==> src/include/cpu_config.svh <==
`ifndef CPU_CONFIG_SVH
`define CPU_CONFIG_SVH

// datapath and register file sizes
`define XLEN        32
`define REG_ADDR_W  5

// memory depths in 32-bit words
`define IMEM_DEPTH  64
`define DMEM_DEPTH  32

`define RESET_PC    0

// ecall halts when this register holds the code
`define HALT_REG    17
`define HALT_CODE   10

`endif

==> src/logic/rv_isa_pkg.sv <==
`include "cpu_config.svh"

package rv_isa_pkg;

  typedef logic [`XLEN-1:0] word_t;
  typedef logic [31:0] inst_t;              // rv32 encoding is fixed width
  typedef logic [`REG_ADDR_W-1:0] reg_idx_t;
  typedef logic [2:0] funct3_t;
  typedef logic [6:0] funct7_t;

  // base opcodes of the supported subset
  typedef enum logic [6:0] {
    OP     = 7'b0110011,
    OP_IMM = 7'b0010011,
    LOAD   = 7'b0000011,
    STORE  = 7'b0100011,
    BRANCH = 7'b1100011,
    JAL    = 7'b1101111,
    SYSTEM = 7'b1110011
  } opcode_e;

  localparam funct3_t F3_ADD_SUB = 3'b000;  // also addi
  localparam funct3_t F3_SLT     = 3'b010;
  localparam funct3_t F3_XOR     = 3'b100;
  localparam funct3_t F3_OR      = 3'b110;
  localparam funct3_t F3_AND     = 3'b111;
  localparam funct3_t F3_LW      = 3'b010;
  localparam funct3_t F3_SW      = 3'b010;
  localparam funct3_t F3_BEQ     = 3'b000;
  localparam funct3_t F3_BNE     = 3'b001;
  localparam funct3_t F3_ECALL   = 3'b000;

  localparam funct7_t F7_BASE    = 7'b0000000;
  localparam funct7_t F7_SUB     = 7'b0100000;

  localparam inst_t ECALL_INST   = 32'h0000_0073;
  localparam inst_t NOP_INST     = 32'h0000_0013;  // addi x0, x0, 0

endpackage

==> src/logic/fetch_stage.sv <==
`include "cpu_config.svh"

module fetch_stage (
  input  logic                                clk,
  input  logic                                reset,
  input  logic                                load_en,
  input  logic [$clog2(`IMEM_DEPTH)-1:0]      load_addr,
  input  rv_isa_pkg::inst_t                   load_inst,
  input  logic                                stall,
  input  logic                                redirect,
  input  rv_isa_pkg::word_t                   redirect_pc,
  output rv_isa_pkg::inst_t                   fd_inst,
  output rv_isa_pkg::word_t                   fd_pc,
  output logic                                fd_valid
);

  localparam int IMEM_AW = $clog2(`IMEM_DEPTH);

  rv_isa_pkg::word_t pc;
  rv_isa_pkg::inst_t imem [`IMEM_DEPTH];
  rv_isa_pkg::inst_t inst;

  assign inst = imem[pc[IMEM_AW+1:2]];  // word addressed, async read

  always_ff @(posedge clk) begin
    if (load_en) begin
      imem[load_addr] <= load_inst;
    end
  end

  always_ff @(posedge clk) begin
    if (reset) begin
      pc <= rv_isa_pkg::word_t'(`RESET_PC);
    end else if (redirect) begin      // taken branch wins over stall
      pc <= redirect_pc;
    end else if (!stall) begin
      pc <= pc + rv_isa_pkg::word_t'(4);
    end
  end

  always_ff @(posedge clk) begin
    if (reset || redirect) begin
      fd_valid <= 1'b0;
    end else if (!stall) begin
      fd_valid <= 1'b1;
      fd_inst  <= inst;
      fd_pc    <= pc;
    end
  end

endmodule

==> config.mk <==
export PLATFORM = sky130hd
export DESIGN_NAME = fetch_stage
export DESIGN_NICKNAME = d
export VERILOG_FILES = /design/src/logic/rv_isa_pkg.sv /design/src/logic/fetch_stage.sv
export VERILOG_INCLUDE_DIRS = /design/src /design/src/include
export SDC_FILE = /design/constraint.sdc
export NUM_CORES = 2
export LEC_CHECK = 0
export BUFFER_PORTS_ARGS = -buffer_cell sky130_fd_sc_hd__buf_2
export CORE_MARGIN = 10
export CORE_UTILIZATION = 50
export CTS_CLUSTER_DIAMETER = 100
export DETAILED_ROUTE_END_ITERATION = 6
export GPL_ROUTABILITY_DRIVEN = 0
export MAX_ROUTING_LAYER = met4
export PLACE_DENSITY = 0.66
export SYNTH_ARGS = -nofsm -noshare
export SYNTH_HDL_FRONTEND = slang
export SYNTH_SLANG_ARGS = --single-unit
==> constraint.sdc <==
create_clock -name clk -period 8.8 [get_ports clk]
set_input_delay 1.32 -clock clk [delete_from_list [all_inputs] [get_ports clk]]
set_output_delay 1.32 -clock clk [all_outputs]
set_load 0.01 [all_outputs]
* Word level (Yosys, flattened, before mapping)
Memory sizes are Yosys's and may differ from the RTL's. A register that Yosys moved wholly into a read port is not among the register bits.
Index checks and enable logic that the tools add are counted.
** Storage, ports and cells
- Memory bits (writable) :: 2048
- Word-level logic and storage cells :: 14
- Memories :: 1
- Output and inout bits :: 65
- Input port bits :: 75
- Flip-flop bits (word level) :: 65
** Cells by class
- Multiplexer cells :: 4
- Eq/ne operators :: 1
- Bitwise gates (word level) :: 2
- $add $sub $neg :: 1
- Reductions and logical operators :: 2
** Memory list
- imem :: depth 64, width 32, read ports 1, clocked after memory_dff 1, wr ports 1, RTL line fetch_stage.sv:20 : rv_isa_pkg::inst_t imem [`IMEM_DEPTH];
** Operator list (count)
- $mux 32 :: 2
- $add 32x3->32 const B :: 1
- $mux 1 :: 2
- $ne 2x1->1 const B :: 1
- $not 1->1 :: 2
- $reduce_and 2->1 :: 1
- $logic_or 1x1->1 :: 1

* Logic depth before layout (Yosys ltp)
- Word-level depth :: 3
- Mapped depth :: 11

* Worst setup path after synthesis
OpenSTA, ideal clock, no wires.
- Path kind :: input port to flip-flop
- From :: input port redirect
- To :: register fd_inst[0] (read register of imem) (enable)
- Stages :: 3
- Data required time :: 8.236 ns
- Arrival time :: 6.152 ns
- Setup time :: 0.564 ns
- Slack :: 2.084 ns
- Buffers on the path :: 2
- Path through :: clkbuf_1 > clkbuf_1 > nor3_1
** Between the ends
- Word-level cells in the longest chain between the ends :: 3
** RTL lines
- from (decl) :: RTL line fetch_stage.sv:10 : input logic redirect,
- $logic_or 1x1->1 :: RTL line fetch_stage.sv:42 : if (reset || redirect) begin
- $not 1->1 (no source line)
- $reduce_and 2->1 (no source line)
- to (decl) :: RTL line fetch_stage.sv:12 : output rv_isa_pkg::inst_t fd_inst,
Every way passes these cells.
A chain may end at the register's enable or synchronous reset.

==> summary.md <==
| Metric | Value |
|---|---|
| Final slew viol count | 0 |
| Core Area | 163000 um^2 |
| Nets@finish | 3799 |
| Pwr Density | 229 nW/um^2 |
| Port Buffers | 139 |
| Yosys Warn Count | 0 |
| Crit. End Element | flop |
| Share of cells above drive strength 1 | 0.306 |
| Worst r2r src | pc[3] |
| Fin crit share | 0.531 |
| Clk sinks | 2145 |
| Reg2reg end | fd_inst[9] |
| Setup Buffers After CTS | 0 |
| Worst Hold Launch | pc[0] |
| DRC Markers | 0 |
| Yosys cell types | ~50 |
| Post-synthesis sequential area ratio | 0.783 |
| Final core occ | 0.567 |
| Slew at the pin with the worst max-slew slack | 1250 ps |
| Vias in the first global route | 38500 |
| Synth Cell Area | 81800 um^2 |
| # IOs | 140 |
| Routed via count | 38400 |
| Critical path class | reg2reg |
| Post-synth top area share | 0.775 |
| Status | finished, final reports clean |
| Number of setup violations in the final report | 0 |
| Initial antenna violation count | 15 |
| Slew margin rel. | 0.142 |
| GR Util All Layers | 0.229 |
| Tmin final | 4670 ps |
| Most frequent cells in the layout | edfxtp_1, mux4_2, clkbuf_16, buf_2, mux2i_1 |
| Maxcap violations | 0 |
| First-pass GRT wire length | approximately 290 mm |
| Commonest non-fill, non-tap cell in the layout | edfxtp_1 |
| Reg clk slew, reported paths | ~60 ps |
| WL final | between 200 and 250 mm |
| RSZ-0062 raised after global routing | false |
| Number of gates resized after CTS | 0 |
| Skew final | 42.7 ps |
| Area leader, netlist | edfxtp_1 |
| Largest net degree at the start of global routing | 131 |
| Fin. Hold Viols | 0 |
| Multi-input logic area | 17300 um^2 |
| Clk_lat worst skew | 840 ps |
| Worst path cell trace | buf_12, buf_4, mux4_2, mux4_2, o22ai_1, a21oi_1 |
| Full die area | approximately 180000 um^2 |
| Leakage | 27.8 nW |
| Hold-fix buffers at CTS | 0 |
| Longest Clk Path Bufs | 3 |
| Reg2Reg Setup Slack | 4130 ps |
| Prevailing post-synth register cell | edfxtp_1 |
| Die height | 425 um |
| Critical Path RT | approximately 9300 ps |
| H-tree depth | 4 |
| Hold Path Class | reg2reg |
| Via/cell ratio | between 6 and 7 |
| Setup slack after layout | between 4000 and 5000 ps |
| Post-DP HPWL | 104 mm |
| DIE WIDTH | 425 um |
| Drt wl/cell | 33.0 um |
| Asr flop ratio synth | 0 |
| R2R depth | 6 |
| Mapped Cells | about 3500 |
| DRT iter0 DRCs | 5116 |
| Synthesized net count | 3553 |
| GRT Residual Overflow | 0 |
| Post-route ant nets | 0 |
| Num rows | 148 |
| Effective utilization at floorplan | 0.503 |
| WP data arrival | 5210 ps |
| Crit-path max FO | 130 |
| Most frequent CP cell | mux4_2 |
| CTS tree | done |
| Worst min-delay path endpoint | fd_pc[0] |
| Sequential Area | 64100 um^2 |
| Mean area per synthesized cell | 23.5 um^2 |
| Area growth syn-to-layout | 12.7% |
| Worst VDD drop | approximately 0.18 mV |
| Setup TNS | 0 ps |
| Slowest stage cell, crit path | dfxtp_4 |
| 1st-pass router iterations | 5 |
| Min-Delay Path Depth | 0 |
| Num CTS Buffers | 203 |
| Clk root buf | clkbuf_16 |
| Crit path from | pc[3] |
| EDFF count, synth | roughly 2100 |
| Worst slack, placed | about 4200 ps |
| Flops & latches, synth | 2145 |
| Worst setup SP type | flop |
| Fill count | approximately 12000 |
| CP max stage delay | 950 ps |
| Most area-consuming cells after synthesis | edfxtp_1, mux4_2, mux2i_1, dfxtp_1, nor2_1 |
| Max Freq | 214 MHz |
[sequential cells by signal, summed over array words and instances, names as in the netlist]
| name | cells |
|---|---|
| imem | 2048 |
| fd_inst | 32 |
| fd_pc | 32 |
| pc | 32 |
| fd_valid | 1 |
[per-stage QoR]
| step | total power [mW] | hold WS (ps) | instances | instance area, um^2 |
|---|---|---|---|---|
| 3_5_place_dp | 12.7 | 420 | 5693 | 85600 |
| 6_report | 21.1 | 434 | 6081 | 92200 |
| 4_1_cts | 21.2 | 435 | 6071 | 92200 |
| 5_1_grt | 21.7 | 450 | 6079 | 92200 |
| 2_1_floorplan | 12.3 | 403 | 3477 | 81800 |
| 3_3_place_gp | 12.7 | 414 | 5693 | 85600 |
[how the worst max path moves through the flow]
stage               cells past startpoint         end  slack (ps)
detailed placement                      6  fd_inst[9]        4200
floorplan                               3  fd_inst[0]        2080
CTS                                     6  fd_inst[9]        4200
finish                                  6  fd_inst[9]        4130
global route                            6  fd_inst[9]        3960
global placement                        6  fd_inst[9]        4240
[cells in the mapped netlist (all sizes together) (3+ instances only)]
cell,instances
edfxtp,2112
mux4,580
buf,116
nor2,114
mux2i,110
clkbuf,77
a211oi,40
a21oi,34
dfxtp,33
nand2,31
o22ai,27
xnor2,23
mux2,16
nor2b,14
nand3,13
nor3,12
o21ai,11
nor4,10
a311oi,9
inv,9
o211ai,9
a221oi,8
nor3b,8
a2111oi,6
nand2b,6
nand4,6
nand3b,5
o221a,5
or2,4
or3,4
xor2,4
nand4b,3
[layout make-up]
class	instances	area share
Timing Repair Buffer	234	0.0162
Tap cell	2175	0.0295
Sequential cell	2145	0.695
Inverter	9	0.000366
Antenna cell	10	0.000271
Clock inverter	124	0.0127
Clock buffer	254	0.0583
Multi-Input combinational cell	1130	0.188
[cell families (layout without fill, tap and decap cells)]
kind of cell / count (synthesis) / count (layout) / share of synthesized area
buf+inv: 202 / 621 / 0.0116
xor+xnor: 27 / 27 / 0.00289
compound gates: 158 / 158 / 0.0133
simple gates: 238 / 238 / 0.0138
fa+ha+maj: 1 / 1 / 0.000153
flops: 2145 / 2145 / 0.783
other cells: 0 / 10 / 0
mux: 706 / 706 / 0.175
[layer usage]
layer | up-vias | track usage | share of wire
met2 | 1893 | 0.357 | 0.49
met4 | 0 | 0.0680 | 0.027
met5 | - | - | 0
met3 | 328 | 0.0417 | 0.085
li1 | 15400 | - | -
met1 | 20800 | 0.312 | 0.40
[power breakdown]
part	leakage, nW	internal [mW]	switching (mW)	total [mW]
Sequential	19.3	11.3	0.0653	11.4
Clock	3.20	4.89	3.70	8.59
Combinational	5.35	0.468	0.656	1.12
[critical path: cells and delay by family (launching register included)]
family	cells	cell delay [ps]
buffers and inverters	2	1450
DFF	1	950
muxes	2	940
AOI/OAI and AO/OA	2	810
Note: power is estimated with default switching activity, not from simulation.
