--- src/include/cpu_config.svh ---
`ifndef CPU_CONFIG_SVH
`define CPU_CONFIG_SVH

// datapath and register file sizes
`define XLEN        32
`define REG_ADDR_W  5

// memory depths in 32-bit words
`define IMEM_DEPTH  64
`define DMEM_DEPTH  32

`define RESET_PC    0

// ecall halts when this register holds the code
`define HALT_REG    17
`define HALT_CODE   10

`endif

--- src/logic/rv_isa_pkg.sv ---
`include "cpu_config.svh"

package rv_isa_pkg;

  typedef logic [`XLEN-1:0] word_t;
  typedef logic [31:0] inst_t;              // rv32 encoding is fixed width
  typedef logic [`REG_ADDR_W-1:0] reg_idx_t;
  typedef logic [2:0] funct3_t;
  typedef logic [6:0] funct7_t;

  // base opcodes of the supported subset
  typedef enum logic [6:0] {
    OP     = 7'b0110011,
    OP_IMM = 7'b0010011,
    LOAD   = 7'b0000011,
    STORE  = 7'b0100011,
    BRANCH = 7'b1100011,
    JAL    = 7'b1101111,
    SYSTEM = 7'b1110011
  } opcode_e;

  localparam funct3_t F3_ADD_SUB = 3'b000;  // also addi
  localparam funct3_t F3_SLT     = 3'b010;
  localparam funct3_t F3_XOR     = 3'b100;
  localparam funct3_t F3_OR      = 3'b110;
  localparam funct3_t F3_AND     = 3'b111;
  localparam funct3_t F3_LW      = 3'b010;
  localparam funct3_t F3_SW      = 3'b010;
  localparam funct3_t F3_BEQ     = 3'b000;
  localparam funct3_t F3_BNE     = 3'b001;
  localparam funct3_t F3_ECALL   = 3'b000;

  localparam funct7_t F7_BASE    = 7'b0000000;
  localparam funct7_t F7_SUB     = 7'b0100000;

  localparam inst_t ECALL_INST   = 32'h0000_0073;
  localparam inst_t NOP_INST     = 32'h0000_0013;  // addi x0, x0, 0

endpackage

--- src/logic/memory_stage.sv ---
`include "cpu_config.svh"

module memory_stage (
  input  logic                 clk,
  input  logic                 reset,
  input  logic                 ex_valid,
  input  logic                 ex_mem_read,
  input  logic                 ex_mem_write,
  input  logic                 ex_reg_write,
  input  logic                 ex_link,
  input  rv_isa_pkg::word_t    ex_alu,
  input  rv_isa_pkg::word_t    ex_store_data,
  input  rv_isa_pkg::word_t    ex_pc4,
  input  rv_isa_pkg::reg_idx_t ex_rd,
  input  logic                 ex_halt,
  output logic                 wb_valid,
  output rv_isa_pkg::reg_idx_t wb_rd,
  output rv_isa_pkg::word_t    wb_data,
  output logic                 is_halted
);

  localparam int DMEM_AW = $clog2(`DMEM_DEPTH);

  rv_isa_pkg::word_t dmem [`DMEM_DEPTH];
  rv_isa_pkg::word_t load_data;

  assign load_data = dmem[ex_alu[DMEM_AW+1:2]];  // word aligned accesses only

  always_ff @(posedge clk) begin
    if (ex_valid && ex_mem_write) begin
      dmem[ex_alu[DMEM_AW+1:2]] <= ex_store_data;
    end
  end

  always_ff @(posedge clk) begin
    if (reset) begin
      wb_valid  <= 1'b0;
      is_halted <= 1'b0;
    end else begin
      wb_valid  <= ex_valid && ex_reg_write && ex_rd != '0;
      is_halted <= ex_valid && ex_halt;
    end
    wb_rd   <= ex_rd;
    wb_data <= ex_mem_read ? load_data : (ex_link ? ex_pc4 : ex_alu);
  end

endmodule

--- config.mk ---
export PLATFORM = sky130hd
export DESIGN_NAME = memory_stage
export DESIGN_NICKNAME = d
export VERILOG_FILES = /design/src/logic/rv_isa_pkg.sv /design/src/logic/memory_stage.sv
export VERILOG_INCLUDE_DIRS = /design/src /design/src/include
export SDC_FILE = /design/constraint.sdc
export NUM_CORES = 1
export LEC_CHECK = 0
export BUFFER_PORTS_ARGS = -buffer_cell sky130_fd_sc_hd__buf_2
export CAP_MARGIN = 20
export CORE_AREA = 2 2 246 248
export CTS_BUF_LIST = sky130_fd_sc_hd__clkbuf_2 sky130_fd_sc_hd__clkbuf_4 sky130_fd_sc_hd__clkbuf_8
export DETAILED_ROUTE_END_ITERATION = 8
export DIE_AREA = 0 0 248 250
export PLACE_DENSITY_LB_ADDON = 0.12
export SYNTH_ARGS = -nofsm -noshare
export SYNTH_HDL_FRONTEND = slang
export SYNTH_SLANG_ARGS = --single-unit
--- constraint.sdc ---
create_clock -name clk -period 9.11 [get_ports clk]
set_clock_uncertainty 0.05 [all_clocks]
set_input_delay 1.822 -clock clk [delete_from_list [all_inputs] [get_ports clk]]
set_output_delay 1.822 -clock clk [all_outputs]
set_load 0.02 [all_outputs]
### After elaboration in Yosys (flattened, before gate mapping)

Memories as Yosys holds them, arrays and structs flattened.
Index checks and enable logic that the tools add are counted.

* word-level logic and storage cells: 14
* input port bits: 109
* output and inout bits: 39
* bits in registers: 39
* bits in writable memories: 1024
* memories kept: 1

* muxes and demuxes: 4
* reductions and logical operators: 5

Memories
* dmem: depth 32, bits a word 32, rd ports 1, clocked after memory_dff 0, write ports 1, RTL line memory_stage.sv:24 `` rv_isa_pkg::word_t dmem [`DMEM_DEPTH]; ``

Operator list (number)
* 32-bit 2-to-1 mux: 2
* 5-bit nonzero test: 1
* 1-bit logical AND: 4
* 1-bit 2-to-1 mux: 2

### Longest topological paths before layout

Gate-level depths: netlist of run 1.

* word-level depth: 3
* mapped depth: 9
* gate-level depth less buffers: 5

### Least setup slack after synthesis of run 1

OpenSTA, ideal clock, no wires.

* path type: input to register
* from: input port ex_alu[2]
* to: memory dmem[23][0] (netlist bit) (enable)
* stages on the path: 7
* library setup time: 0.421 ns
* data required time: 8.639 ns
* arrival: 4.308 ns
* setup slack: 4.331 ns
* buffers on the path: 5
* cell sequence: buf_6 > buf_4 > buf_4 > buf_4 > buf_4 > nand4_1 > nor2_1

RTL lines
* from (decl): RTL line memory_stage.sv:11 `input rv_isa_pkg::word_t ex_alu,`
* to (decl): RTL line memory_stage.sv:24

No word-level cell before the write port.

### Final worst setup path of run 1

* from: input port ex_alu[3]
* to: memory dmem[2][16] (netlist bit) (enable)

No word-level cell before the write port.

==> results.cfg, run 1 <==
[drt]
vias = 21600
wl_per_cell_um = 31.2
drt-vias-per-instance = 6.80
dr.pass1.iters = 5
final_antenna_net_count = 0
drt_wl_total_um = 99100
drc = 0
drt_iter0_drc = 2665

[logic_synthesis]
synth_common_cells = 1024 x edfxtp_1, 253 x mux2i_1, 128 x mux4_2
yosysMostFrequentCell = edfxtp_1
synth_top_family_by_area = multiplexers
yosys-top-cells-area = edfxtp_1 76%, mux4_2 7.1%, mux2i_1 6.2%, dfxtp_1 1.9%, o22ai_1 1.4%
postSynthRegisterBits = 1063
yosys.area_share.simple_pct = 2.21
synthArstFlopShare_pct = 0
syn_inst = 2030
synthAdderAreaFrac_pct = 0
syn-num-nets = 2139
synth_edf_count = 1024
synth.avg_cell_area_um2 = 20.0
synth_cell_types = 43
post_synth_xor_area_fraction_pct = 0
synth_seq_area_share_pct = 77.7
synth_mux_area_share_pct = 13.5
synth_area_leader_cell = edfxtp_1
netlist_area_um2 = 40600
synth_ff_type = edfxtp_1
synth_top_area_share_pct = 75.8
synth-compound-area-share_pct = 4.98
synth_warnings = 0

[floorplan]
rows = 90
ios = 148
die_w_um = 248
core_um2 = 59600
initial_core_util_pct = 68.1
die-height_um = 250
dieArea_um2 = 62000

[worst_setup_path]
reg2reg_slack_ps = 6870
cp-start-kind = primary input
slowest_stage = buf_4
cp.required_ps = 9490
reg2reg_depth = 4
cp.arrival_ps = 5370
critPathMaxFanout = 70
reg2reg_from = dmem[14][7]
cp-endpoint = dmem[2][16]
crit_chain = buf_8 -> buf_4 -> nand2_1 -> nor2_4 -> buf_4
regToRegEndpoint = wb_data[7]
critPathMaxStageDelay_ps = 940
startpoint = ex_alu[3]
end_kind = flip-flop
crit_type = in2reg
crit_top_cell = buf_4

[min_path]
worstHoldPathCells = 4
hold_class = reg2reg
min_from = dmem[29][15]

[power_and_ir_drop]
p_switching_mw = 2.07
p_comb_share_pct = 5.0
leakage_nw = 15.2
p_total_mw = 9.77
p_seq_share_pct = 55.6
p_per_area_nw_per_um2 = 214
p_clk_share_pct = 39.4
p_int_mw = 7.69
swShare_pct = 21.2
ir_drop_uv = 174

[global_route]
grt_usage_pct = 32.8
grt_max_degree = 153
grt_first_pass_wirelength_um = 143000
grt_pass1_vias = 21600
globalRouteOverflowTotal = 0
antenna_found_initial = 5

[timing]
setup_viol = 0
tns_ps = 0
period_share_pct = 54.7
slew_viol_final = 0
max_clock_freq_mhz = 201
fin_crit_ps = 4990
hold_violations = 0
fin_ws_ps = 4120
slew-limit-headroom_pct = 23.5
tightest_slew_ps = 1150
rsz0062_at_grt = false

[final_layout]
design_area_um2 = 45600
drive_gt1_share_pct = 27.0
fillers = 3216
nets = 2376
area_growth_pct = 12.3

[cts]
cts.hold.buffers_added = 0
clk_latency_ps = 810
post_cts_resized = 0
cts_setup_buffers = 0
cts_max_level = 4
cts-root-buf = clkbuf_8
numCtsBuffers = 160
clk_pin_slew_ps = 60
cts_tree = yes
clock_path_buffers = 3
clkSinkCount = 1063

[placed_design]
numPortBuffers = 147
hpwl_um = 55300
gp_congestion = 0.813
place_area_um2 = 42300
place_ws_ps = 3330

[run]
cap_violations = 0

[outcome]
status = completed
## metrics by stage
step	cells	hold WS, ps	util, %
floorplan	2030	561	-
global placement	2885	653	71.0
detailed placement	2887	661	71.1
CTS	3178	675	76.5
global route	3179	732	76.5
finish	3181	678	76.5
## power by group through the flow
stage | Combinational [mW] | Sequential, mW | Clock (mW)
4_1_cts | 0.489 | 5.43 | 3.88
5_1_grt | 0.517 | 5.43 | 4.09
2_1_floorplan | 0.257 | 5.55 | 0
3_3_place_gp | 0.475 | 5.53 | 0
3_5_place_dp | 0.488 | 5.53 | 0
6_report | 0.492 | 5.43 | 3.85
## critical path, delay by kind of cell
family | cells | cell delay (ps)
buffers and inverters | 3 | 1980
and+or+nand+nor | 2 | 1500
## metal layers
layer  routed length, um  part of all wire [%]  global-route usage, %
met5                  29                 0.029                      0
met4                2960                   3.0                   12.4
met3               11500                    12                   7.50
met2               46700                    47                   48.8
met1               37900                    38                   48.5
## how the worst min path moves through the flow
| stage | to | slack, ps |
|---|---|---|
| floorplan | wb_data[0] | 560 |
| global placement | wb_data[24] | 650 |
| detailed placement | wb_data[24] | 660 |
| CTS | wb_data[15] | 680 |
| global route | wb_data[24] | 730 |
| finish | wb_data[15] | 680 |
## cell families after synthesis
group                  Yosys count
flip-flops                    1063
multiplexers                   385
AO/OA/AOI/OAI                  284
AND/OR/NAND/NOR                171
buffers and inverters          127
## flip-flops by register name, summed over array words and instances (netlist names)
signal	flops
dmem	1024
wb_data	32
wb_rd	5
is_halted	1
wb_valid	1
## final cells by class
cell class	instances	area [um^2]	area share [%]
Inverter	1	3.75	0.00824
Timing Repair Buffer	201	1200	2.64
Clock buffer	238	2900	6.37
Sequential cell	1063	31500	69.2
Clock inverter	53	310	0.681
Multi-Input combinational cell	840	8630	18.9
Tap cell	782	978	2.15
Antenna cell	3	7.51	0.0165
## cells in the final DEF, fill, tap and decap left out, types with 10 or more instances in the layout
master / Yosys / layout
edfxtp_1: 1024 / 1024
mux2i_1: 253 / 253
clkbuf_8: 0 / 178
buf_2: 51 / 145
mux4_2: 128 / 128
o22ai_1: 91 / 91
nor3_1: 62 / 61
clkbuf_4: 0 / 60
buf_4: 18 / 51
a211oi_1: 45 / 45
dfxtp_1: 39 / 39
nor2b_1: 33 / 33
nor2_4: 0 / 32
clkinv_1: 0 / 32
a31oi_1: 31 / 31
o21ai_0: 31 / 31
a22oi_1: 30 / 30
a22o_1: 30 / 30
a211oi_2: 16 / 16
clkinv_2: 0 / 15
nand2_1: 10 / 10
Power figures use the tool's default switching activity.
==> run 2, diff against run 1 <==
--- a/config.mk
+++ b/config.mk
@@ -8,10 +8,10 @@
 export LEC_CHECK = 0
 export BUFFER_PORTS_ARGS = -buffer_cell sky130_fd_sc_hd__buf_2
 export CAP_MARGIN = 20
-export CORE_AREA = 2 2 246 248
+export CORE_AREA = 2 2 255 257
 export CTS_BUF_LIST = sky130_fd_sc_hd__clkbuf_2 sky130_fd_sc_hd__clkbuf_4 sky130_fd_sc_hd__clkbuf_8
 export DETAILED_ROUTE_END_ITERATION = 8
-export DIE_AREA = 0 0 248 250
+export DIE_AREA = 0 0 257 259
 export PLACE_DENSITY_LB_ADDON = 0.12
 export SYNTH_ARGS = -nofsm -noshare
 export SYNTH_HDL_FRONTEND = slang
==> constraint.sdc (replaced) <==
create_clock -name clk -period 5.17 [get_ports clk]
set_clock_uncertainty 0.05 [all_clocks]
set_input_delay 1.034 -clock clk [delete_from_list [all_inputs] [get_ports clk]]
set_output_delay 1.034 -clock clk [all_outputs]
set_load 0.02 [all_outputs]
==> results.cfg, run 2 (same netlist as run 1, synthesis figures left out) <==
[outcome]
status = completed

[worst_setup_path]
cp-endpoint = wb_data[8]
reg2reg_slack_ps = 3040
reg2reg_depth = 4
critical_path_buf_inv_count = 2
reg2reg_from = dmem[15][8]
crit_type = in2reg
cp.required_ps = 5780
cpLargestDelayFamily = buffers and inverters
critPathMaxStageDelay_ps = 710
startpoint = ex_alu[3]
crit_chain = buf_8 -> buf_4 -> mux4_2 -> a22o_1 -> a211oi_1 -> a31oi_1
slowest_stage = buf_4
cp.arrival_ps = 3920
end_kind = flip-flop
regToRegEndpoint = wb_data[8]
cp.depth = 6
critPathMaxFanout = 78
cp-start-kind = primary input

[timing]
tightest_slew_ps = 1230
max_clock_freq_mhz = 302
slew_viol_final = 0
rsz0062_at_grt = false
period_share_pct = 64.1
fin_crit_ps = 3310
tns_ps = 0
hold_violations = 0
slew-limit-headroom_pct = 17.4
setup_viol = 0
fin_ws_ps = 1860

[final_layout]
layout_common_cells = 1024 x edfxtp_1, 253 x mux2i_1, 175 x clkbuf_8, 145 x buf_2, 128 x mux4_2
mostFrequentLayoutCell = edfxtp_1
drive_gt1_share_pct = 27.8
final_util_pct = 72.0
design_area_um2 = 46000
area_growth_pct = 13.4
layoutNonFillerInstCount = 3276
largest_reg_flops = 1024
nets = 2392

[global_route]
grt_pass1_vias = 21300
globalRouteOverflowTotal = 0
antenna_found_initial = 3
grt_first_pass_wirelength_um = 143000
grt_usage_pct = 30.4
grt_max_degree = 99

[cts]
numCtsBuffers = 164
cts_tree = yes
cts-root-buf = clkbuf_8
cts_setup_buffers = 0
clk_latency_ps = 810
clk_pin_slew_ps = 60
post_cts_resized = 0
clkSinkCount = 1063
cts_max_level = 4
cts.hold.buffers_added = 0
clock_path_buffers = 3

[placed_design]
place_ws_ps = 1060
hpwl_um = 58100
numPortBuffers = 147
dp_cells = 2972
place_area_um2 = 42700
gp_congestion = 0.813

[floorplan]
initial_core_util_pct = 63.5
rows = 93
ios = 148
die-height_um = 259
core_um2 = 63900
die_w_um = 257
dieArea_um2 = 66600

[min_path]
hold_class = in2reg
worstHoldPathCells = 1
min_from = ex_rd[3]

[power_and_ir_drop]
p_per_area_nw_per_um2 = 377
ir_drop_uv = 290
leakage_nw = 15.3

[drt]
vias = 21400
drt_iter0_drc = 2625
wl_per_cell_um = 30.3
drc = 0
final_antenna_net_count = 0
drt-vias-per-instance = 6.52
dr.pass1.iters = 6
drt_wl_total_um = 99100

[run]
cap_violations = 0
run 2: worst min-delay path by stage:
stage / end
4_1_cts: wb_rd[3]
6_report: wb_rd[3]
5_1_grt: wb_rd[3]
3_5_place_dp: wb_data[19]
2_1_floorplan: wb_data[0]
3_3_place_gp: wb_data[0]
run 2: area by class of cell:
type	count	area, um^2
clock buffers	236	2870
fillers	3807	17900
inverters	1	3.75
well taps	855	1070
diodes	4	10.0
repair buffers	213	1490
flip-flops and latches	1063	31500
multi-input cells	840	8630
clock inverters	64	418
run 2: power breakdown:
group	switching (mW)	internal (mW)	total, mW
Clock	3.13	3.77	6.91
Sequential	0.0416	9.53	9.57
Combinational	0.570	0.301	0.871
Total	3.74	13.6	17.3
run 2: layer usage:
layer	wire length, um	vias to the layer above	global-route usage [%]
met2	47700	1208	48.0
met4	2760	0	10.1
met5	0	-	0
met1	38800	11000	43.0
li1	-	8981	-
met3	9860	156	6.50
run 2: worst reg2reg max path, delay by kind of cell (launching register included):
| family | cells | cell delay [ps] |
|---|---|---|
| flops | 1 | 350 |
| compound gates | 3 | 1130 |
| mux | 1 | 460 |
run 2: stage by stage:
step                      hold slack (ps)  power (mW)
after floorplan                       561        10.2
after global placement                627        10.6
after detailed placement              647        10.6
after CTS                             238        17.4
after global routing                  267        17.8
final                                 304        17.3
