**src/include/cpu_config.svh**
```systemverilog
`ifndef CPU_CONFIG_SVH
`define CPU_CONFIG_SVH

// datapath and register file sizes
`define XLEN        32
`define REG_ADDR_W  5

// memory depths in 32-bit words
`define IMEM_DEPTH  64
`define DMEM_DEPTH  32

`define RESET_PC    0

// ecall halts when this register holds the code
`define HALT_REG    17
`define HALT_CODE   10

`endif

```
**src/logic/pipe_ctrl_pkg.sv**
```systemverilog
package pipe_ctrl_pkg;

  // operations the execute stage can perform
  typedef enum logic [2:0] {
    ADD,
    SUB,
    AND,
    OR,
    XOR,
    SLT
  } alu_op_e;

  // where an execute operand comes from
  typedef enum logic [1:0] {
    REGFILE,   // value read in decode
    FROM_MEM,  // execute/memory register
    FROM_WB    // memory/writeback register
  } fwd_sel_e;

endpackage

```
**src/logic/rv_isa_pkg.sv**
```systemverilog
`include "cpu_config.svh"

package rv_isa_pkg;

  typedef logic [`XLEN-1:0] word_t;
  typedef logic [31:0] inst_t;              // rv32 encoding is fixed width
  typedef logic [`REG_ADDR_W-1:0] reg_idx_t;
  typedef logic [2:0] funct3_t;
  typedef logic [6:0] funct7_t;

  // base opcodes of the supported subset
  typedef enum logic [6:0] {
    OP     = 7'b0110011,
    OP_IMM = 7'b0010011,
    LOAD   = 7'b0000011,
    STORE  = 7'b0100011,
    BRANCH = 7'b1100011,
    JAL    = 7'b1101111,
    SYSTEM = 7'b1110011
  } opcode_e;

  localparam funct3_t F3_ADD_SUB = 3'b000;  // also addi
  localparam funct3_t F3_SLT     = 3'b010;
  localparam funct3_t F3_XOR     = 3'b100;
  localparam funct3_t F3_OR      = 3'b110;
  localparam funct3_t F3_AND     = 3'b111;
  localparam funct3_t F3_LW      = 3'b010;
  localparam funct3_t F3_SW      = 3'b010;
  localparam funct3_t F3_BEQ     = 3'b000;
  localparam funct3_t F3_BNE     = 3'b001;
  localparam funct3_t F3_ECALL   = 3'b000;

  localparam funct7_t F7_BASE    = 7'b0000000;
  localparam funct7_t F7_SUB     = 7'b0100000;

  localparam inst_t ECALL_INST   = 32'h0000_0073;
  localparam inst_t NOP_INST     = 32'h0000_0013;  // addi x0, x0, 0

endpackage

```
**src/logic/execute_stage.sv**
```systemverilog
`include "cpu_config.svh"

module execute_stage (
  input  logic                   clk,
  input  logic                   reset,
  input  logic                   de_valid,
  input  logic                   de_reg_write,
  input  logic                   de_mem_read,
  input  logic                   de_mem_write,
  input  logic                   de_alu_src,
  input  logic                   de_branch,
  input  logic                   de_bne,
  input  logic                   de_jal,
  input  pipe_ctrl_pkg::alu_op_e de_alu_op,
  input  rv_isa_pkg::reg_idx_t   de_rs1,
  input  rv_isa_pkg::reg_idx_t   de_rs2,
  input  rv_isa_pkg::word_t      de_rs1_data,
  input  rv_isa_pkg::word_t      de_rs2_data,
  input  rv_isa_pkg::word_t      de_imm,
  input  rv_isa_pkg::word_t      de_pc,
  input  rv_isa_pkg::reg_idx_t   de_rd,
  input  logic                   de_halt,
  input  logic                   wb_valid,
  input  rv_isa_pkg::reg_idx_t   wb_rd,
  input  rv_isa_pkg::word_t      wb_data,
  output logic                   redirect,
  output rv_isa_pkg::word_t      redirect_pc,
  output logic                   ex_valid,
  output logic                   ex_mem_read,
  output logic                   ex_mem_write,
  output logic                   ex_reg_write,
  output logic                   ex_link,
  output rv_isa_pkg::word_t      ex_alu,
  output rv_isa_pkg::word_t      ex_store_data,
  output rv_isa_pkg::word_t      ex_pc4,
  output rv_isa_pkg::reg_idx_t   ex_rd,
  output logic                   ex_halt
);

  pipe_ctrl_pkg::fwd_sel_e sel_a;
  pipe_ctrl_pkg::fwd_sel_e sel_b;
  rv_isa_pkg::word_t       mem_fwd;
  rv_isa_pkg::word_t       fwd_a;
  rv_isa_pkg::word_t       fwd_b;
  rv_isa_pkg::word_t       op_b;
  rv_isa_pkg::word_t       alu_res;
  logic                    taken;

  assign mem_fwd = ex_link ? ex_pc4 : ex_alu;  // jal result is its link address

  // the younger result in memory beats writeback
  function automatic pipe_ctrl_pkg::fwd_sel_e fwd_sel(input rv_isa_pkg::reg_idx_t rs);
    if (ex_valid && ex_reg_write && !ex_mem_read && rs != '0 && ex_rd == rs)
      return pipe_ctrl_pkg::FROM_MEM;
    if (wb_valid && wb_rd == rs)
      return pipe_ctrl_pkg::FROM_WB;
    return pipe_ctrl_pkg::REGFILE;
  endfunction

  always_comb begin
    sel_a = fwd_sel(de_rs1);
    sel_b = fwd_sel(de_rs2);
    case (sel_a)
      pipe_ctrl_pkg::FROM_MEM: fwd_a = mem_fwd;
      pipe_ctrl_pkg::FROM_WB:  fwd_a = wb_data;
      default:                 fwd_a = de_rs1_data;
    endcase
    case (sel_b)
      pipe_ctrl_pkg::FROM_MEM: fwd_b = mem_fwd;
      pipe_ctrl_pkg::FROM_WB:  fwd_b = wb_data;
      default:                 fwd_b = de_rs2_data;
    endcase
  end

  assign op_b = de_alu_src ? de_imm : fwd_b;

  always_comb begin
    case (de_alu_op)
      pipe_ctrl_pkg::SUB: alu_res = fwd_a - op_b;
      pipe_ctrl_pkg::AND: alu_res = fwd_a & op_b;
      pipe_ctrl_pkg::OR:  alu_res = fwd_a | op_b;
      pipe_ctrl_pkg::XOR: alu_res = fwd_a ^ op_b;
      pipe_ctrl_pkg::SLT: alu_res = {{(`XLEN-1){1'b0}}, $signed(fwd_a) < $signed(op_b)};
      default:            alu_res = fwd_a + op_b;
    endcase
  end

  assign taken       = de_jal || (de_branch && ((fwd_a == fwd_b) ^ de_bne));
  assign redirect    = de_valid && taken;
  assign redirect_pc = de_pc + de_imm;  // branch and jal share pc relative target

  always_ff @(posedge clk) begin
    if (reset) begin
      ex_valid <= 1'b0;
      {ex_mem_read, ex_mem_write, ex_reg_write, ex_link, ex_halt} <= 5'b0;
    end else begin
      ex_valid     <= de_valid;
      ex_mem_read  <= de_mem_read;
      ex_mem_write <= de_mem_write;
      ex_reg_write <= de_reg_write;
      ex_link      <= de_jal;
      ex_halt      <= de_valid && de_halt && fwd_a == rv_isa_pkg::word_t'(`HALT_CODE);
    end
    ex_alu        <= alu_res;
    ex_store_data <= fwd_b;
    ex_pc4        <= de_pc + rv_isa_pkg::word_t'(4);
    ex_rd         <= de_rd;
  end

endmodule

```
**config.mk**
```make
export PLATFORM = sky130hd
export DESIGN_NAME = execute_stage
export DESIGN_NICKNAME = d
export VERILOG_FILES = /design/src/logic/pipe_ctrl_pkg.sv /design/src/logic/rv_isa_pkg.sv /design/src/logic/execute_stage.sv
export VERILOG_INCLUDE_DIRS = /design/src /design/src/include
export SDC_FILE = /design/constraint.sdc
export NUM_CORES = 1
export LEC_CHECK = 0
export ABC_AREA = 1
export BUFFER_PORTS_ARGS = -buffer_cell sky130_fd_sc_hd__buf_2
export CAP_MARGIN = 40
export CORE_ASPECT_RATIO = 0.6
export CORE_MARGIN = 4
export CORE_UTILIZATION = 25
export CTS_BUF_LIST = sky130_fd_sc_hd__clkbuf_16
export DETAILED_ROUTE_END_ITERATION = 8
export PLACE_DENSITY = 0.49
export SLEW_MARGIN = 20
export SYNTH_ARGS = -nofsm -noshare
export SYNTH_HDL_FRONTEND = slang
export SYNTH_SLANG_ARGS = --single-unit
```
**constraint.sdc**
```tcl
create_clock -name clk -period 7.9 [get_ports clk]
set_clock_uncertainty 0.1 [all_clocks]
set_input_delay 0.79 -clock clk [delete_from_list [all_inputs] [get_ports clk]]
set_output_delay 0.79 -clock clk [all_outputs]
set_load 0.1 [all_outputs]
```
# --- Yosys cells after proc, flatten, opt, wreduce, memory -nomap -nowiden ---
# Index checks and enable logic that the tools add are counted.
word_totals:
  regBits: 107
  out_inout_bits: 140
op_classes:
  n_addsub: 4
  magnitude_cmp: 1
  eq_ne: 15
  n_mux: 19
  bitwise_logic: 4
  reduce_logical: 16
op_table:
  columns: ["op", "count"]
  rows:
  - ["one-hot mux 32 bit (5 select lines)", 1]
  - ["one-hot mux 32 bit (2 select lines)", 2]
  - ["adder 32 bit", 2]
  - ["two-way mux 32 bit", 2]
  - ["adder 32 x 3 -> 32 bit (second input constant)", 1]
  - ["bitwise AND 32 bit", 1]
  - ["== test 32 bit", 1]
  - ["== test 32 x 4 -> 1 bit (second input constant)", 1]
  - ["< comparator 32 bit", 1]
  - ["bitwise OR 32 bit", 1]
  - ["subtractor 32 bit", 1]
  - ["bitwise XOR 32 bit", 1]
  - ["== test 5 bit", 4]
  - ["two-way mux 2 bit", 8]
  - ["logical AND 1 bit", 12]
  - ["nonzero test 5 bit", 2]
  - ["== test 3 x 2 -> 1 bit (second input constant)", 2]
  - ["== test 3 bit (second input constant)", 2]
  - ["two-way mux 1 bit", 6]
  - ["== test 2 x 1 -> 1 bit (second input constant)", 2]
  - ["== test 2 bit (second input constant)", 2]
  - ["== test 3 x 1 -> 1 bit (second input constant)", 1]
  - ["logical NOT 1 bit", 1]
  - ["logical OR 1 bit", 1]
  - ["bitwise XOR 1 bit", 1]

# --- Logic depth before layout (Yosys ltp) ---
logic_depth:
  word_depth: 15
  mapped_depth: 32

# --- Worst setup path after synthesis ---
# OpenSTA, ideal clock, no wires.
synth_timing:
  kind: "input port to output port"
  start: "in de_imm[0]"
  end: "out redirect_pc[28]"
  t_arrival_ns: 4.195
  t_required_ns: 7.010
  setup_slack_ns: 2.815
  path_stages: 10
  path_cell_list: "ha_1 > inv_1 > fa_1 > o21ai_0 > a21oi_1 > o21ai_0 > a31oi_1 > o21ai_0 > a21oi_1 > xor2_1"
synth_between:
  elab_chain_len: 1
synth_rtl:
  columns: ["element", "line", "rtl"]
  rows:
  - ["start, declared", "execute_stage.sv:19", "input rv_isa_pkg::word_t de_imm,"]
  - ["adder 32 bit", "execute_stage.sv:90", "assign redirect_pc = de_pc + de_imm;"]
  - ["end, declared", "execute_stage.sv:27", "output rv_isa_pkg::word_t redirect_pc,"]
# Every way passes these cells.

# --- Worst setup path in the final report ---
layout_timing:
  start: "in de_rs2[0]"
  end: "reg ex_alu[18]"
layout_between:
  elab_chain_len: 11
layout_rtl:
  columns: ["element", "line", "rtl"]
  rows:
  - ["start, declared", "execute_stage.sv:16", "input rv_isa_pkg::reg_idx_t de_rs2,"]
  - ["== test 5 bit", "execute_stage.sv:55", "if (wb_valid && wb_rd == rs)"]
  - ["logical AND 1 bit", "execute_stage.sv:55", null]
  - ["two-way mux 1 bit (2 in a row)", "execute_stage.sv:55", null]
  - ["two-way mux 2 bit", "execute_stage.sv:57", "return pipe_ctrl_pkg::REGFILE;"]
  - ["two-way mux 2 bit (*)", "execute_stage.sv:55", null]
  - ["== test 2 bit or == test 2 x 1 -> 1 bit (tied branches)", "execute_stage.sv:68", "case (sel_b)"]
  - ["one-hot mux 32 bit (2 select lines) (*)", "execute_stage.sv:68", null]
  - ["net fwd_b[1]", "execute_stage.sv:44", "rv_isa_pkg::word_t fwd_b;"]
  - ["two-way mux 32 bit (*)", "execute_stage.sv:75", "assign op_b = de_alu_src ? de_imm : fwd_b;"]
  - ["adder 32 bit or subtractor 32 bit (tied branches)", "execute_stage.sv:84, execute_stage.sv:79", null]
  - ["one-hot mux 32 bit (5 select lines) (*)", "execute_stage.sv:78", "case (de_alu_op)"]
  - ["net alu_res[18]", "execute_stage.sv:46", "rv_isa_pkg::word_t alu_res;"]
  - ["end signal, assigned", "execute_stage.sv:104", "ex_alu <= alu_res;"]
  - ["end, declared", "execute_stage.sv:33", "output rv_isa_pkg::word_t ex_alu,"]
# Mark *: on every way through the listed nets, which the timed path passes. The rest lies on a longest branch. The select of a mux whose other input is x is not followed.
# A chain may end at the register's enable or synchronous reset.

==> impl_metrics.py <==
metrics = {
    "status": {
        "outcome": "finished, final reports clean",
    },
    "logic_synthesis": {
        "syn_nets": 2555,
        "ys_ff_latch": 107,
        "syn_inst": 2229,
        "yosysWarnings": 0,
        "avgSynthCellArea_um2": 6.05,
        "synth_top_flop_cell": "dfxtp_1",
        "postSynth.asyncResetShare_pct": 0,
        "synth.distinct_cells": 58,
        "seq_area_frac_synth_pct": 15.9,
        "syn_area_mm2": 0.0135,
        "synth_edf_count": 0,
    },
    "die": {
        "num_io_pins": 335,
        "core_mm2": 0.0529,
        "rows": 65,
        "die_w_um": 308,
        "dieArea_mm2": 0.0578,
        "fp.dieH_um": 188,
        "start_util_pct": 25.5,
    },
    "place": {
        "place_congestion": 1.00,
        "port_buffers": 334,
        "placed_cells": 3211,
        "place_area_mm2": 0.0158,
        "dp_hpwl_um": 58700,
    },
    "sta": {
        "worst_pin_slew_ps": 809,
        "relSlewSlack_pct": 45.9,
        "hold_slack_ps": 382,
        "fin_crit_sh_pct": 73.8,
        "finalHoldViolations": 0,
        "rsz0062_at_grt": "false",
        "fmax_ghz": 0.172,
        "fin_crit_ps": 5830,
        "final_max_slew_viol_count": 0,
        "finalSetupTns_ps": 0,
        "setup_viol": 0,
    },
    "final_layout": {
        "final_cell_mix": "494 x nand2_1, 375 x inv_1, 334 x buf_2",
        "drive_gt1_share_pct": 19.0,
        "final_area_mm2": 0.0161,
        "layout_commonest_cell": "nand2_1",
        "syn2layout_area_growth_pct": 19.4,
        "nNetsFinal": 2845,
        "fill_cells": 5957,
        "fin_cells": 3231,
    },
    "detailed_routing": {
        "first_pass_iters": 5,
        "num_vias": 16000,
        "drc_errors": 0,
        "drt-initial-drc-count": 1528,
        "wire_per_inst_um": 21.2,
        "post_drt_via_cell_ratio": 4.95,
        "antenna_left": 0,
        "drt_wl_total_um": 68500,
    },
    "pwr": {
        "combPwrFrac_pct": 60.8,
        "pwr-share-clk_pct": 16.5,
        "swShare_pct": 60.0,
        "power_frac_seq_pct": 22.7,
        "powerDensity_mw_per_mm2": 189,
        "p_int_mw": 1.22,
        "p_sw_mw": 1.83,
        "ir_drop_v": 0.000146,
        "leakage_nw": 8.89,
    },
    "clocking": {
        "ctsHoldBuffers": 0,
        "clock_sinks": 107,
        "cts_tree": "done",
        "cts_buffer_depth": 2,
        "cts_setup_buffers": 0,
        "clkTransAtPathRegs_ps": 80,
        "numCtsBuffers": 9,
        "h-tree-depth": 3,
        "root_buffer": "clkbuf_16",
        "post_cts_resized": 0,
        "clock_latency_ps": 410,
    },
    "global_routing": {
        "grt_pass1_wl_um": 99500,
        "grt_overflow": 0,
        "grt.total_usage_pct": 23.0,
        "grt_antenna_before_repair": 7,
        "grt_pass1_vias": 15300,
        "grt_max_degree": 36,
    },
    "worst_setup_path": {
        "path_class": "in2reg",
        "cp.required_ps": 8030,
        "critical_path.max_fanout": 35,
        "cp-start-kind": "input port",
        "end_kind": "register",
        "arrival_ps": 5960,
    },
    "run": {
        "cap_violations": 0,
    },
    "worst_hold_path": {
        "min_path_type": "in2reg",
    },
}
-- routing by layer --
layer / track usage [%] / share of wire (%) / vias to the layer above
li1: - / - / 7732
met1: 35.1 / 50 / 7452
met2: 31.1 / 38 / 727
met3: 6.65 / 10 / 71
met4: 5.24 / 2.0 / 8
met5: 0 / 0.070 / -
-- synthesized netlist by cell type (all sizes together), types with 3 or more instances --
library cell / number / share of area, %
a21boi: 15 / 0.84
a21o: 4 / 0.22
a21oi: 153 / 5.7
a221oi: 17 / 1.1
a2bb2oi: 3 / 0.19
a31oi: 18 / 0.84
buf: 30 / 1.6
clkbuf: 45 / 1.3
dfxtp: 107 / 16
fa: 3 / 0.45
ha: 128 / 12
inv: 389 / 11
mux2i: 29 / 2.2
nand2: 512 / 15
nand3: 172 / 7.0
nand3b: 30 / 1.7
nand4: 19 / 0.88
nor2: 263 / 8.4
nor3: 13 / 0.59
nor4: 11 / 0.56
o2111ai: 8 / 0.52
o211ai: 9 / 0.50
o21a: 4 / 0.22
o21ai: 119 / 4.4
o21bai: 9 / 0.50
o22ai: 11 / 0.51
or2: 14 / 0.65
xnor2: 21 / 1.4
xor2: 57 / 3.7
-- metrics by stage --
stage	power, mW	utilization, %	setup WS (ps)
finish	3.04	30.4	2070
global route	3.18	30.4	1630
CTS	3.03	30.4	2260
detailed placement	2.52	29.9	1800
global placement	2.53	29.8	1950
floorplan	2.02	-	2810
-- critical path: stages --
cell and delay, ps:
buf_2 110, inv_1 50, nand2_1 50, o21ai_1 60
nor2_1 310, nand3_4 440, inv_2 740, nand2_1 120
nand3_1 140, inv_1 70, o21ai_0 530, inv_1 180
fa_1 440, nor2_1 130, nor2_1 50, o21bai_1 190
a21boi_1 140, o21bai_1 250, a21boi_0 180, o21ai_0 520
a21oi_1 120, o21ai_0 110, nand3_1 190
-- area by class of cell --
cell class | count | area (um^2) | share of cell area, %
Sequential cell | 107 | 2140 | 13.3
Clock inverter | 7 | 57.6 | 0.357
Multi-Input combinational cell | 1657 | 9490 | 59.0
Antenna cell | 4 | 10.0 | 0.0622
Tap cell | 703 | 880 | 5.46
Inverter | 390 | 1460 | 9.09
Clock buffer | 9 | 225 | 1.40
Timing Repair Buffer | 354 | 1830 | 11.4
-- kinds of logic after synthesis --
| logic type | Yosys count | share of synthesized area (%) |
|---|---|---|
| adders and majority gates | 131 | 12.3 |
| DFF | 107 | 15.9 |
| muxes | 30 | 2.24 |
| and+or+nand+nor | 1039 | 34.6 |
| AOI/OAI and AO/OA | 379 | 16.2 |
| xor gates and xnor gates | 78 | 5.07 |
| buffers and inverters | 465 | 13.7 |
-- sequential cells by signal, summed over array words and instances, names as in the netlist --
| register | flops |
|---|---|
| ex_alu | 32 |
| ex_halt | 1 |
| ex_link | 1 |
| ex_mem_read | 1 |
| ex_mem_write | 1 |
| ex_pc4 | 32 |
| ex_rd | 5 |
| ex_reg_write | 1 |
| ex_store_data | 32 |
| ex_valid | 1 |
-- power groups by stage --
stage | Sequential, mW | Clock, mW | Combinational [mW]
after floorplan | 1.09 | 0 | 0.930
after global routing | 0.693 | 0.530 | 1.96
after detailed placement | 0.696 | 0 | 1.82
after global placement | 0.702 | 0 | 1.83
after CTS | 0.686 | 0.511 | 1.83
final | 0.692 | 0.502 | 1.85
-- path summary, 6_finish.rpt --
kind,start,end,slack [ps],depth (start not counted)
setup / recovery,de_rs2[0],ex_alu[18],2070,23
hold / removal,de_rd[0],ex_rd[0],380,1
setup reg to reg,ex_valid,ex_alu[18],2180,22
hold reg to reg,ex_pc4[20],ex_store_data[20],620,4
No activity file was read; power rests on OpenSTA's default activity.
